## config.mk

```make
export PLATFORM = sky130hd
export DESIGN_NAME = fmaNormalize
export DESIGN_NICKNAME = d
export VERILOG_FILES = /design/src/rtl/fmaPkg.sv /design/src/rtl/normLzc.sv /design/src/rtl/fmaShiftCalc.sv /design/src/rtl/normShifter.sv /design/src/rtl/fmaNormalize.sv
export SDC_FILE = /design/constraint.sdc
export NUM_CORES = 1
export LEC_CHECK = 0
export BUFFER_PORTS_ARGS = -buffer_cell sky130_fd_sc_hd__buf_2
export CELL_PAD_IN_SITES_DETAIL_PLACEMENT = 0
export CELL_PAD_IN_SITES_GLOBAL_PLACEMENT = 1
export CORE_ASPECT_RATIO = 1.5
export CORE_MARGIN = 1
export CORE_UTILIZATION = 51
export CTS_CLUSTER_SIZE = 25
export DETAILED_ROUTE_END_ITERATION = 7
export GPL_TIMING_DRIVEN = 0
export PLACE_DENSITY_LB_ADDON = 0.1
export SYNTH_ARGS = -nofsm -noshare
export SYNTH_HDL_FRONTEND = slang
export SYNTH_HIERARCHICAL = 1
export SYNTH_SLANG_ARGS = --single-unit
```

## constraint.sdc

```tcl
create_clock -name clk -period 7.71 [get_ports clk]
set_input_delay 1.542 -clock clk [delete_from_list [all_inputs] [get_ports clk]]
set_output_delay 1.542 -clock clk [all_outputs]
set_load 0.05 [all_outputs]
```

## src/rtl/fmaPkg.sv

```systemverilog
////////////////////////////////////////
// FMA normalization shared definitions
// format constants, widths and vector types
////////////////////////////////////////

`default_nettype none

package fmaPkg;

    ////////////////////////////////////////
    // format constants
    ////////////////////////////////////////

    // wide format is single precision
    localparam int NF    = 23;
    localparam int NE    = 8;
    localparam int BIAS  = 127;

    // narrow format is half precision
    localparam int NF1   = 10;
    localparam int BIAS1 = 15;

    // fmt select encodings
    localparam logic FMTWIDE   = 1'b1;
    localparam logic FMTNARROW = 1'b0;

    ////////////////////////////////////////
    // derived widths
    ////////////////////////////////////////

    localparam int SUMLEN   = 3*NF + 6;
    // three guard zeros above the sum
    localparam int SHIFTLEN = 3*NF + 9;
    localparam int CNTLEN   = $clog2(3*NF + 7);
    // two extra bits for sign and overflow
    localparam int EXPLEN   = NE + 2;

    // denormal window limits in the wide bias
    localparam int WIDEDENMIN   = -(NF + 2);
    localparam int NARROWDENMAX = BIAS - BIAS1;
    localparam int NARROWDENMIN = -(NF1 + 2) + BIAS - BIAS1;

    // shared vector types
    typedef logic [SUMLEN-1:0]   sumT;
    typedef logic [SHIFTLEN-1:0] shiftT;
    typedef logic [CNTLEN-1:0]   cntT;
    typedef logic [EXPLEN-1:0]   expT;
    typedef logic [NE-1:0]       zeT;

endpackage

`default_nettype wire

```

## src/rtl/normLzc.sv

```systemverilog
////////////////////////////////////////
// leading zero counter over the FMA sum
////////////////////////////////////////

`timescale 1ns/1ns
`default_nettype none

module normLzc (
    // positive sum magnitude
    input  fmaPkg::sumT sm,
    // zeros above the leading one
    output fmaPkg::cntT nCnt
);

    import fmaPkg::*;

    ////////////////////////////////////////
    // priority scan
    ////////////////////////////////////////

    // walk up from bit 0 so the highest set bit is the last to write
    // the count, which gives top-bit priority without a break
    always_comb begin
        nCnt = cntT'(SUMLEN);
        for (int i = 0; i < SUMLEN; i++) begin
            if (sm[i]) begin
                // distance from the msb of the sum
                nCnt = cntT'(SUMLEN - 1 - i);
            end
        end
    end

    // an all zero sum keeps the SUMLEN default
    // exact count here so no off by one fixup downstream

endmodule

`default_nettype wire

```

## src/rtl/fmaShiftCalc.sv

```systemverilog
////////////////////////////////////////
// FMA shift calculation
// sum exponent, format rebase, flags and shift amount
////////////////////////////////////////

`timescale 1ns/1ns
`default_nettype none

module fmaShiftCalc (
    input  fmaPkg::sumT   sm,
    // exponent of the addend
    input  fmaPkg::zeT    ze,
    // product exponent with the wide bias
    input  fmaPkg::expT   pe,
    input  fmaPkg::cntT   nCnt,
    input  logic          fmt,
    input  logic          killProd,
    input  logic          zDenorm,
    output fmaPkg::expT   normSumExp,
    output logic          smZero,
    output logic          preResultDenorm,
    output fmaPkg::cntT   shiftAmt,
    output fmaPkg::shiftT shiftIn
);

    import fmaPkg::*;

    // sum exponent in the wide bias, before rebasing
    expT rawExp;
    // rebased into the narrow bias
    expT narrowExp;
    // extra right shift for denormal results
    cntT denormShift;
    // window compares per format
    logic wideLez;
    logic wideGeMin;
    logic narrowLeMax;
    logic narrowGeMin;

    ////////////////////////////////////////
    // exponent
    ////////////////////////////////////////

    assign smZero = ~|sm;

    // killed product takes ze directly
    // a denormal ze has its lsb cleared since its true exponent is one
    // otherwise shift the product point over by the leading zeros
    assign rawExp = killProd ? {2'b00, ze[NE-1:1], ze[0] & ~zDenorm}
                             : pe - expT'(nCnt) - expT'(1) + expT'(NF + 4);

    // zero exponent must stay zero after the rebase
    assign narrowExp = (rawExp - expT'(BIAS) + expT'(BIAS1)) & {EXPLEN{|rawExp}};

    always_comb begin
        case (fmt)
            FMTWIDE:   normSumExp = rawExp;
            FMTNARROW: normSumExp = narrowExp;
        endcase
    end

    ////////////////////////////////////////
    // denormal detection
    ////////////////////////////////////////

    // wide window is raw <= 0 and raw >= -(NF+2)
    assign wideLez   = rawExp[EXPLEN-1] | ~|rawExp;
    assign wideGeMin = $signed(rawExp) >= $signed(expT'(WIDEDENMIN));

    // narrow window is the same range moved into the wide bias
    assign narrowLeMax = $signed(rawExp) <= $signed(expT'(NARROWDENMAX));
    // a raw zero also counts since the rebase holds it at zero
    assign narrowGeMin = ($signed(rawExp) >= $signed(expT'(NARROWDENMIN))) | ~|rawExp;

    always_comb begin
        case (fmt)
            FMTWIDE:   preResultDenorm = wideLez & wideGeMin & ~smZero;
            FMTNARROW: preResultDenorm = narrowLeMax & narrowGeMin & ~smZero;
        endcase
    end

    ////////////////////////////////////////
    // shift amount
    ////////////////////////////////////////

    // normal result shifts one more to drop the leading one
    // denormal takes the converted exponent bits instead
    assign denormShift = (preResultDenorm & ~killProd) ? normSumExp[CNTLEN-1:0]
                                                       : cntT'(1);

    // leading zero count does not apply when the product is killed
    assign shiftAmt = (nCnt & {CNTLEN{~killProd}}) + denormShift;

    // headroom above the sum for the shifter
    assign shiftIn = {3'b000, sm};

endmodule

`default_nettype wire

```

## src/rtl/normShifter.sv

```systemverilog
////////////////////////////////////////
// registered left barrel shifter
////////////////////////////////////////

`timescale 1ns/1ns
`default_nettype none

module normShifter (
    input  logic          clk,
    input  logic          arstN,
    input  logic          valid,
    input  fmaPkg::shiftT shiftIn,
    input  fmaPkg::cntT   shiftAmt,
    output logic          shiftedValid,
    output fmaPkg::shiftT shifted
);

    import fmaPkg::*;

    // one entry per barrel level, entry 0 is the input
    shiftT stage [CNTLEN+1];

    assign stage[0] = shiftIn;

    ////////////////////////////////////////
    // log shifter
    ////////////////////////////////////////

    // level k moves by 2**k when that amount bit is set
    // bits pushed past the top are dropped
    for (genvar k = 0; k < CNTLEN; k++) begin : gLevel
        assign stage[k+1] = shiftAmt[k] ? (stage[k] << (2**k)) : stage[k];
    end

    // output register
    always_ff @(posedge clk or negedge arstN) begin
        if (!arstN) begin
            shiftedValid <= 1'b0;
            shifted      <= '0;
        end else begin
            shiftedValid <= valid;
            // hold the last result between items
            if (valid) begin
                shifted <= stage[CNTLEN];
            end
        end
    end

endmodule

`default_nettype wire

```

## src/rtl/fmaNormalize.sv

```systemverilog
////////////////////////////////////////
// FMA normalization front end
// two stage pipe over count, calc and shift
////////////////////////////////////////

`timescale 1ns/1ns
`default_nettype none

module fmaNormalize (
    input  logic          clk,
    input  logic          arstN,
    input  logic          inValid,
    input  fmaPkg::sumT   sm,
    input  fmaPkg::zeT    ze,
    input  fmaPkg::expT   pe,
    input  logic          fmt,
    input  logic          killProd,
    input  logic          zDenorm,
    output logic          outValid,
    output fmaPkg::expT   normSumExp,
    output logic          smZero,
    output logic          preResultDenorm,
    output fmaPkg::shiftT shifted
);

    import fmaPkg::*;

    // combinational results of stage 0
    cntT   nCnt;
    expT   calcExp;
    logic  calcZero;
    logic  calcDenorm;
    cntT   calcShiftAmt;
    shiftT calcShiftIn;

    // stage 1 registers
    logic  s1Valid;
    expT   s1Exp;
    logic  s1Zero;
    logic  s1Denorm;
    cntT   s1ShiftAmt;
    shiftT s1ShiftIn;

    ////////////////////////////////////////
    // stage 0 logic
    ////////////////////////////////////////

    normLzc uLzc (
        .sm   (sm),
        .nCnt (nCnt)
    );

    fmaShiftCalc uCalc (
        .sm              (sm),
        .ze              (ze),
        .pe              (pe),
        .nCnt            (nCnt),
        .fmt             (fmt),
        .killProd        (killProd),
        .zDenorm         (zDenorm),
        .normSumExp      (calcExp),
        .smZero          (calcZero),
        .preResultDenorm (calcDenorm),
        .shiftAmt        (calcShiftAmt),
        .shiftIn         (calcShiftIn)
    );

    // stage 1 capture, data only loads on a valid input
    always_ff @(posedge clk or negedge arstN) begin
        if (!arstN) begin
            s1Valid    <= 1'b0;
            s1Exp      <= '0;
            s1Zero     <= 1'b0;
            s1Denorm   <= 1'b0;
            s1ShiftAmt <= '0;
            s1ShiftIn  <= '0;
        end else begin
            s1Valid <= inValid;
            if (inValid) begin
                s1Exp      <= calcExp;
                s1Zero     <= calcZero;
                s1Denorm   <= calcDenorm;
                s1ShiftAmt <= calcShiftAmt;
                s1ShiftIn  <= calcShiftIn;
            end
        end
    end

    ////////////////////////////////////////
    // stage 2
    ////////////////////////////////////////

    // shifter owns the stage 2 valid
    normShifter uShift (
        .clk          (clk),
        .arstN        (arstN),
        .valid        (s1Valid),
        .shiftIn      (s1ShiftIn),
        .shiftAmt     (s1ShiftAmt),
        .shiftedValid (outValid),
        .shifted      (shifted)
    );

    // exponent and flags ride along with the shifter output
    always_ff @(posedge clk or negedge arstN) begin
        if (!arstN) begin
            normSumExp      <= '0;
            smZero          <= 1'b0;
            preResultDenorm <= 1'b0;
        end else if (s1Valid) begin
            normSumExp      <= s1Exp;
            smZero          <= s1Zero;
            preResultDenorm <= s1Denorm;
        end
    end

endmodule

`default_nettype wire

```

; Word level (Yosys, flattened, before mapping)
; Index checks and enable logic that the tools add are counted.
[classes]
bitwise = 13
n_lt_le_gt_ge = 3
n_reduce_logical = 4
add_sub_neg = 6
n_mux = 86
[ops]
columns = operator, n
row1 = 78-bit two-way mux, 6
row2 = 7-bit two-way mux, 65
row3 = 76-bit two-way mux, 1
row4 = 75-bit OR reduction, 1
row5 = 4-bit two-way mux, 8
row6 = 10-bit case mux with 2 select lines, 1
row7 = "10-bit by 4-bit adder with 10-bit output, second input constant", 1
row8 = "10-bit by 5-bit adder with 10-bit output, second input constant", 1
row9 = 10-bit AND, 1
row10 = "10-bit by 6-bit >= comparator with 1-bit output, second input constant", 1
row11 = "10-bit by 8-bit >= comparator with 1-bit output, second input constant", 1
row12 = "10-bit by 8-bit less-or-equal comparator with 1-bit output, second input constant", 1
row13 = 10-bit two-way mux, 1
row14 = 10-bit OR reduction, 1
row15 = "10-bit by 1-bit subtractor with 10-bit output, second input constant", 1
row16 = 10-bit by 7-bit subtractor with 10-bit output, 1
row17 = "10-bit by 7-bit subtractor with 10-bit output, second input constant", 1
row18 = 7-bit adder, 1
row19 = 7-bit AND, 1
row20 = 1-bit AND, 6
row21 = 2-bit two-way mux, 2
row22 = 1-bit NOT, 3
row23 = 1-bit zero test, 2
row24 = 1-bit OR, 2
row25 = other kinds (2), 2
[word_totals]
in_bits = 99
regBits = 186
out_inout_bits = 91

; Depth between registers and ports, before layout
[depth]
depth_word = 88
depth_mapped = 36
ltp_nobuf = 36

; By module
; The synthesis kept the hierarchy.
[by_module_without_submodules]
columns = module, area_each_um2, instances, cells_per_inst
row1 = normShifter, 8279.2, 1, 734
row2 = fmaNormalize, 4184.0, 1, 231
row3 = fmaShiftCalc, 2119.5, 1, 290
row4 = normLzc, 909.6, 1, 173

; Least setup slack after synthesis
; OpenSTA, ideal clock, no wires.
[synth_path]
kind = input -> register
startpoint = in sm[10]
endpoint = reg s1ShiftAmt[6]
path_slack_ns = 0.081
arrival_ns = 7.505
cell_stages = 34
cell_sequence = or4_1 > o211ai_1 > a31oi_1 > o21ai_0 > o211ai_1 > a21oi_1 > inv_1 > ha_1 > inv_1 > fa_1 > nand2b_1 > a21boi_0 > o21ai_0 > a31oi_1 > inv_1 > ha_1 > inv_1 > nor2_1 > a22oi_1 > mux2i_1 > and4b_1 > nor2_2 > clkinv_2 > and3_1 > fa_1 > a21o_1 > a21oi_1 > o21bai_1 > a21oi_1 > and2_1 > o21ba_2 > a21oi_1 > and3_1 > mux2_2
[synth_between]
elab_chain_cells = 78
[synth_rtl]
columns = item, line_no
row1 = from (decl), fmaNormalize.sv:13  ; input fmaPkg::sumT sm,
row2 = 4-bit two-way mux *, normLzc.sv:26  ; if (sm[i]) begin
row3 = 7-bit two-way mux * (64 in a row), normLzc.sv:26
row4 = net nCnt[2], fmaNormalize.sv:29  ; cntT nCnt;
row5 = 10-bit by 7-bit subtractor with 10-bit output *, fmaShiftCalc.sv:50  ; : pe - expT'(nCnt) - expT'(1) + expT'(NF + 4);
row6 = 10-bit by 1-bit subtractor with 10-bit output *, fmaShiftCalc.sv:50
row7 = 10-bit by 5-bit adder with 10-bit output *, fmaShiftCalc.sv:50
row8 = 10-bit two-way mux *, fmaShiftCalc.sv:49  ; assign rawExp = killProd ? {2'b00, ze[NE-1:1], ze[0] & ~zDenorm}
row9 = "parallel branches: the longest is 5 deep, another holds 10-bit by 8-bit >= comparator with 1-bit output", n/a
row10 = 1-bit case mux with 2 select lines *, fmaShiftCalc.sv:76  ; case (fmt)
row11 = net calcDenorm, fmaNormalize.sv:32  ; logic calcDenorm;
row12 = 1-bit AND *, fmaShiftCalc.sv:88  ; assign denormShift = (preResultDenorm & ~killProd) ? normSumExp[CNTLEN-1:0]
row13 = 7-bit two-way mux *, fmaShiftCalc.sv:88
row14 = 7-bit adder *, fmaShiftCalc.sv:92  ; assign shiftAmt = (nCnt & {CNTLEN{~killProd}}) + denormShift;
row15 = net calcShiftAmt[6], fmaNormalize.sv:33  ; cntT calcShiftAmt;
row16 = to (signal assigned), fmaNormalize.sv:83  ; s1ShiftAmt <= calcShiftAmt;
row17 = to (decl), fmaNormalize.sv:41  ; cntT s1ShiftAmt;
; Mark *: on every way through the listed nets, which the timed path passes.
; A chain may end at the register's enable or synchronous reset.

; Worst setup path in the final report
; Ends and elaborated chain as after synthesis.

==> out/metrics.json <==
{
  "outcome": {
    "result_of_the_run": "finished with violations",
    "violations": "capacitance limit, slew limit"
  },
  "setup_path": {
    "r2r.worst_path.cells": 7,
    "critical_path_peak_fanout": 5,
    "crit_arrival_ns": 7.99,
    "worst_path_largest_cell_delay_ns": 0.52,
    "internal_reg_to_reg_setup_slack_ns": 3.83,
    "critical_path.startpoint_type": "input pin",
    "critical_path.n_buffers_inverters": 5,
    "timing.critical_path.mode_cell": "a21oi_2",
    "timing.critical_path.required_ns": 8.06,
    "timing.critical_path.to_type": "flip-flop",
    "worstReg2RegStart": "s1ShiftAmt[3]",
    "reg2reg_to": "uShift/shifted[31]",
    "timing.critical_path.slowest_stage_cell": "or4_4",
    "cpLargestDelayFamily": "compound AO/OA/AOI/OAI gates",
    "critical_path_class": "in2reg"
  },
  "yosys": {
    "synth-warning-count": 6,
    "synth_top_area_share_pct": 30.5,
    "share_of_the_synthesized_area_in_compound_gates_ao_oa_aoi_oai_pct": 13.8,
    "synth_area_um2": 15500,
    "synth_enable_flop_cells": 0,
    "synth_top_family_by_area": "multiplexers",
    "yosys.area_share.adder_pct": 2.20,
    "synth_cell_type_count": 102,
    "synthFlopType": "dfrtp_1",
    "post-synth-top-count-cell": "dfrtp_1",
    "ys_seq_elements": 189,
    "synth.top_cells.by_area": "dfrtp_1 31%, mux4_2 13%, mux2_2 11%",
    "share_of_synthesized_cell_area_in_and_or_nand_and_nor_gates_pct": 11.0,
    "synth_mux_area_share_pct": 33.3,
    "synthesis.area_per_instance_um2": 10.8,
    "yosys_top_cell_by_area": "dfrtp_1",
    "parity_gate_share_of_the_synthesized_area_counting_xor_and_xnor_cells_pct": 0.452,
    "synth_seq_area_share_pct": 30.5,
    "post_synth_most_frequent_cells": "189 x dfrtp_1, 146 x mux2_2, 87 x nor2_1",
    "syn-instance-count": 1428,
    "synthArstFlopShare_pct": 100
  },
  "grt": {
    "grt_pass1_vias": 13965,
    "global_route_wire_length_before_repair_um": 93000,
    "grt_max_degree": 97,
    "global_route.overflow_total": 0,
    "antenna_found_initial": 5,
    "groute.usage.overall_pct": 42.2
  },
  "die": {
    "io-pin-count": 190,
    "die-width_um": 144,
    "placementRows": 77,
    "die_h_um": 215,
    "floorplan.core_area_um2": 29700,
    "initial_utilization_pct": 52.2,
    "design.die.area_um2": 31100
  },
  "layout": {
    "area_delta_synth_final_pct": 17.1,
    "fraction_of_final_layout_cells_sized_beyond_drive_strength_1_pct": 42.0,
    "fillCellCount": 2477,
    "final-instance-count-excl-fill": 2086,
    "nets": 1801
  },
  "placed_design": {
    "port_buffer_count": 188,
    "dpl.cell_count": 2014,
    "dp_hpwl_um": 48300,
    "place.gp.congestion": 0.998
  },
  "worst_hold_path": {
    "hold_path_startpoint": "uShift/shifted[12]",
    "worst_hold_path.endpoint": "uShift/shifted[12]",
    "worst_hold_path_type": "reg2reg",
    "worst_hold_path.num_cells": 1
  },
  "routing": {
    "drc": 0,
    "vias": 13845,
    "finalWirelength_um": 63400,
    "detail_route.vias_per_cell": 6.64,
    "drt-initial-drc-count": 1045,
    "routed_wire_length_per_instance_um": 30.4,
    "drtAntennaViolNets": 0,
    "drtPass1Iterations": 5
  },
  "sta": {
    "timing_worst_slew_pin_value_ns": 1.59,
    "post-route-period-util_pct": 99.2,
    "clock.fmax_mhz": 131,
    "fin_worst_skew_ns": 0.0110,
    "max_slew_margin_pct": -5.94,
    "rsz_0062_raised_after_global_routing": "yes",
    "drv_slew": 8,
    "timing_hold_violations_final": 0,
    "setup-violations-final": 0,
    "period_needed_ns": 7.65
  },
  "power": {
    "power.share.sequential_pct": 31.3,
    "totalPowerFinal_mw": 4.12,
    "pleak_nw": 7.95,
    "intPower_mw": 2.34,
    "power.share.clock_pct": 21.5,
    "share_comb_of_total_power_pct": 47.1,
    "powerDensity_nw_per_um2": 227,
    "power.net_switching_mw": 1.78,
    "power.share.switching_pct": 43.1,
    "ir_worst_vdd_uv": 128
  },
  "clock_tree": {
    "htree_num_levels": 4,
    "hold_buffers": 0,
    "clock_tree.buffer_depth": 2,
    "numCtsBuffers": 17,
    "cts_tree": "done",
    "cts.clk_slew.worst_paths_ns": 0.07,
    "clock_latency_ns": 0.46,
    "root_buffer": "clkbuf_16",
    "number_of_clock_sinks": 189
  },
  "job": {
    "cap_viol_max_count": 1
  }
}
cells by family after synthesis:
group	count (synthesis)
AO/OA/AOI/OAI	280
XOR/XNOR	8
adder cells (fa/ha/maj)	26
buffers and inverters	231
flip-flops	189
multiplexers	352
other	1
AND/OR/NAND/NOR	341
worst reg2reg max path, cell delays in order, from the launching register on:
cell and delay (ns):
dfrtp_1 0.39, clkbuf_1 0.24, inv_1 0.29, buf_2 0.34
buf_1 0.84, mux2i_1 0.38, o21ai_0 1.09, a22o_1 0.26
metal layers:
layer | GRT usage (%) | wire length, um | vias to the layer above
li1 | - | - | 5932
met1 | 45.3 | 22000 | 6829
met2 | 65.1 | 29200 | 776
met3 | 13.4 | 5190 | 304
met4 | 38.9 | 6950 | 4
met5 | 0.164 | 78 | -
per-stage QoR:
step | area, um^2 | hold slack, ns | util, % | TNS, ns | setup WS [ns]
global route | 18100 | 0.502 | 61.1 | -0.149 | -0.149
floorplan | 15500 | 0.475 | - | 0 | 0.0806
detailed placement | 17000 | 0.469 | 57.2 | -4.76 | -1.68
finish | 18100 | 0.483 | 61.2 | 0 | 0.0642
global placement | 16900 | 0.463 | 57.1 | -4.92 | -1.67
CTS | 17900 | 0.487 | 60.4 | 0 | 0.00263
layout make-up:
cell class | instances | area, um^2 | share of cell area, %
multi-input combinational | 1010 | 9710 | 53.5
sequential | 189 | 4730 | 26.1
timing repair buffer | 227 | 1290 | 7.09
buffer | 167 | 1100 | 6.04
clock buffer | 25 | 505 | 2.79
tap | 395 | 494 | 2.72
inverter | 64 | 245 | 1.35
clock inverter | 7 | 77.6 | 0.427
antenna | 2 | 5.00 | 0.0276
registers in the layout, indices dropped and copies added (netlist names):
| register | cells |
|---|---|
| s1ShiftIn | 78 |
| uShift/shifted | 78 |
| normSumExp | 10 |
| s1Exp | 10 |
| s1ShiftAmt | 7 |
| preResultDenorm | 1 |
| s1Denorm | 1 |
| s1Valid | 1 |
| s1Zero | 1 |
| smZero | 1 |
| uShift/shiftedValid | 1 |
worst max-delay path by stage:
stage	from	endpoint	depth (start not counted)
after floorplan	sm[10]	s1ShiftAmt[6]	34
after global placement	sm[10]	s1ShiftAmt[6]	35
after detailed placement	sm[10]	s1ShiftAmt[6]	35
after CTS	sm[9]	s1ShiftAmt[6]	44
after global routing	sm[10]	s1ShiftAmt[6]	34
final	sm[10]	s1ShiftAmt[6]	35
power by group through the flow:
| stage | Combinational [mW] | Sequential (mW) | Clock, mW |
|---|---|---|---|
| 2_1_floorplan | 0.875 | 1.66 | 0 |
| 3_3_place_gp | 1.81 | 1.29 | 0 |
| 3_5_place_dp | 1.83 | 1.31 | 0 |
| 4_1_cts | 1.85 | 1.29 | 0.895 |
| 5_1_grt | 2.00 | 1.32 | 0.933 |
| 6_report | 1.94 | 1.29 | 0.887 |
layout by cell type (no fill, tap or decap), drive strengths merged, types with 24 or more instances in the layout:
master,netlist,routed
a21oi,33,33
buf,127,354
clkbuf,40,65
dfrtp,189,189
ha,24,24
inv,61,62
mux2,180,180
mux2i,72,72
mux4,100,100
nand2,84,84
nor2,88,88
nor3,33,33
nor4,35,35
o21ai,46,46
timing repair:
item | in CTS | in global routing
pin swaps | 19 | 28
gates resized for setup | 29 | 41
setup buffers | 32 | 8
endpoints found under the setup margin | 5 | 1
Power figures use the tool's default switching activity.
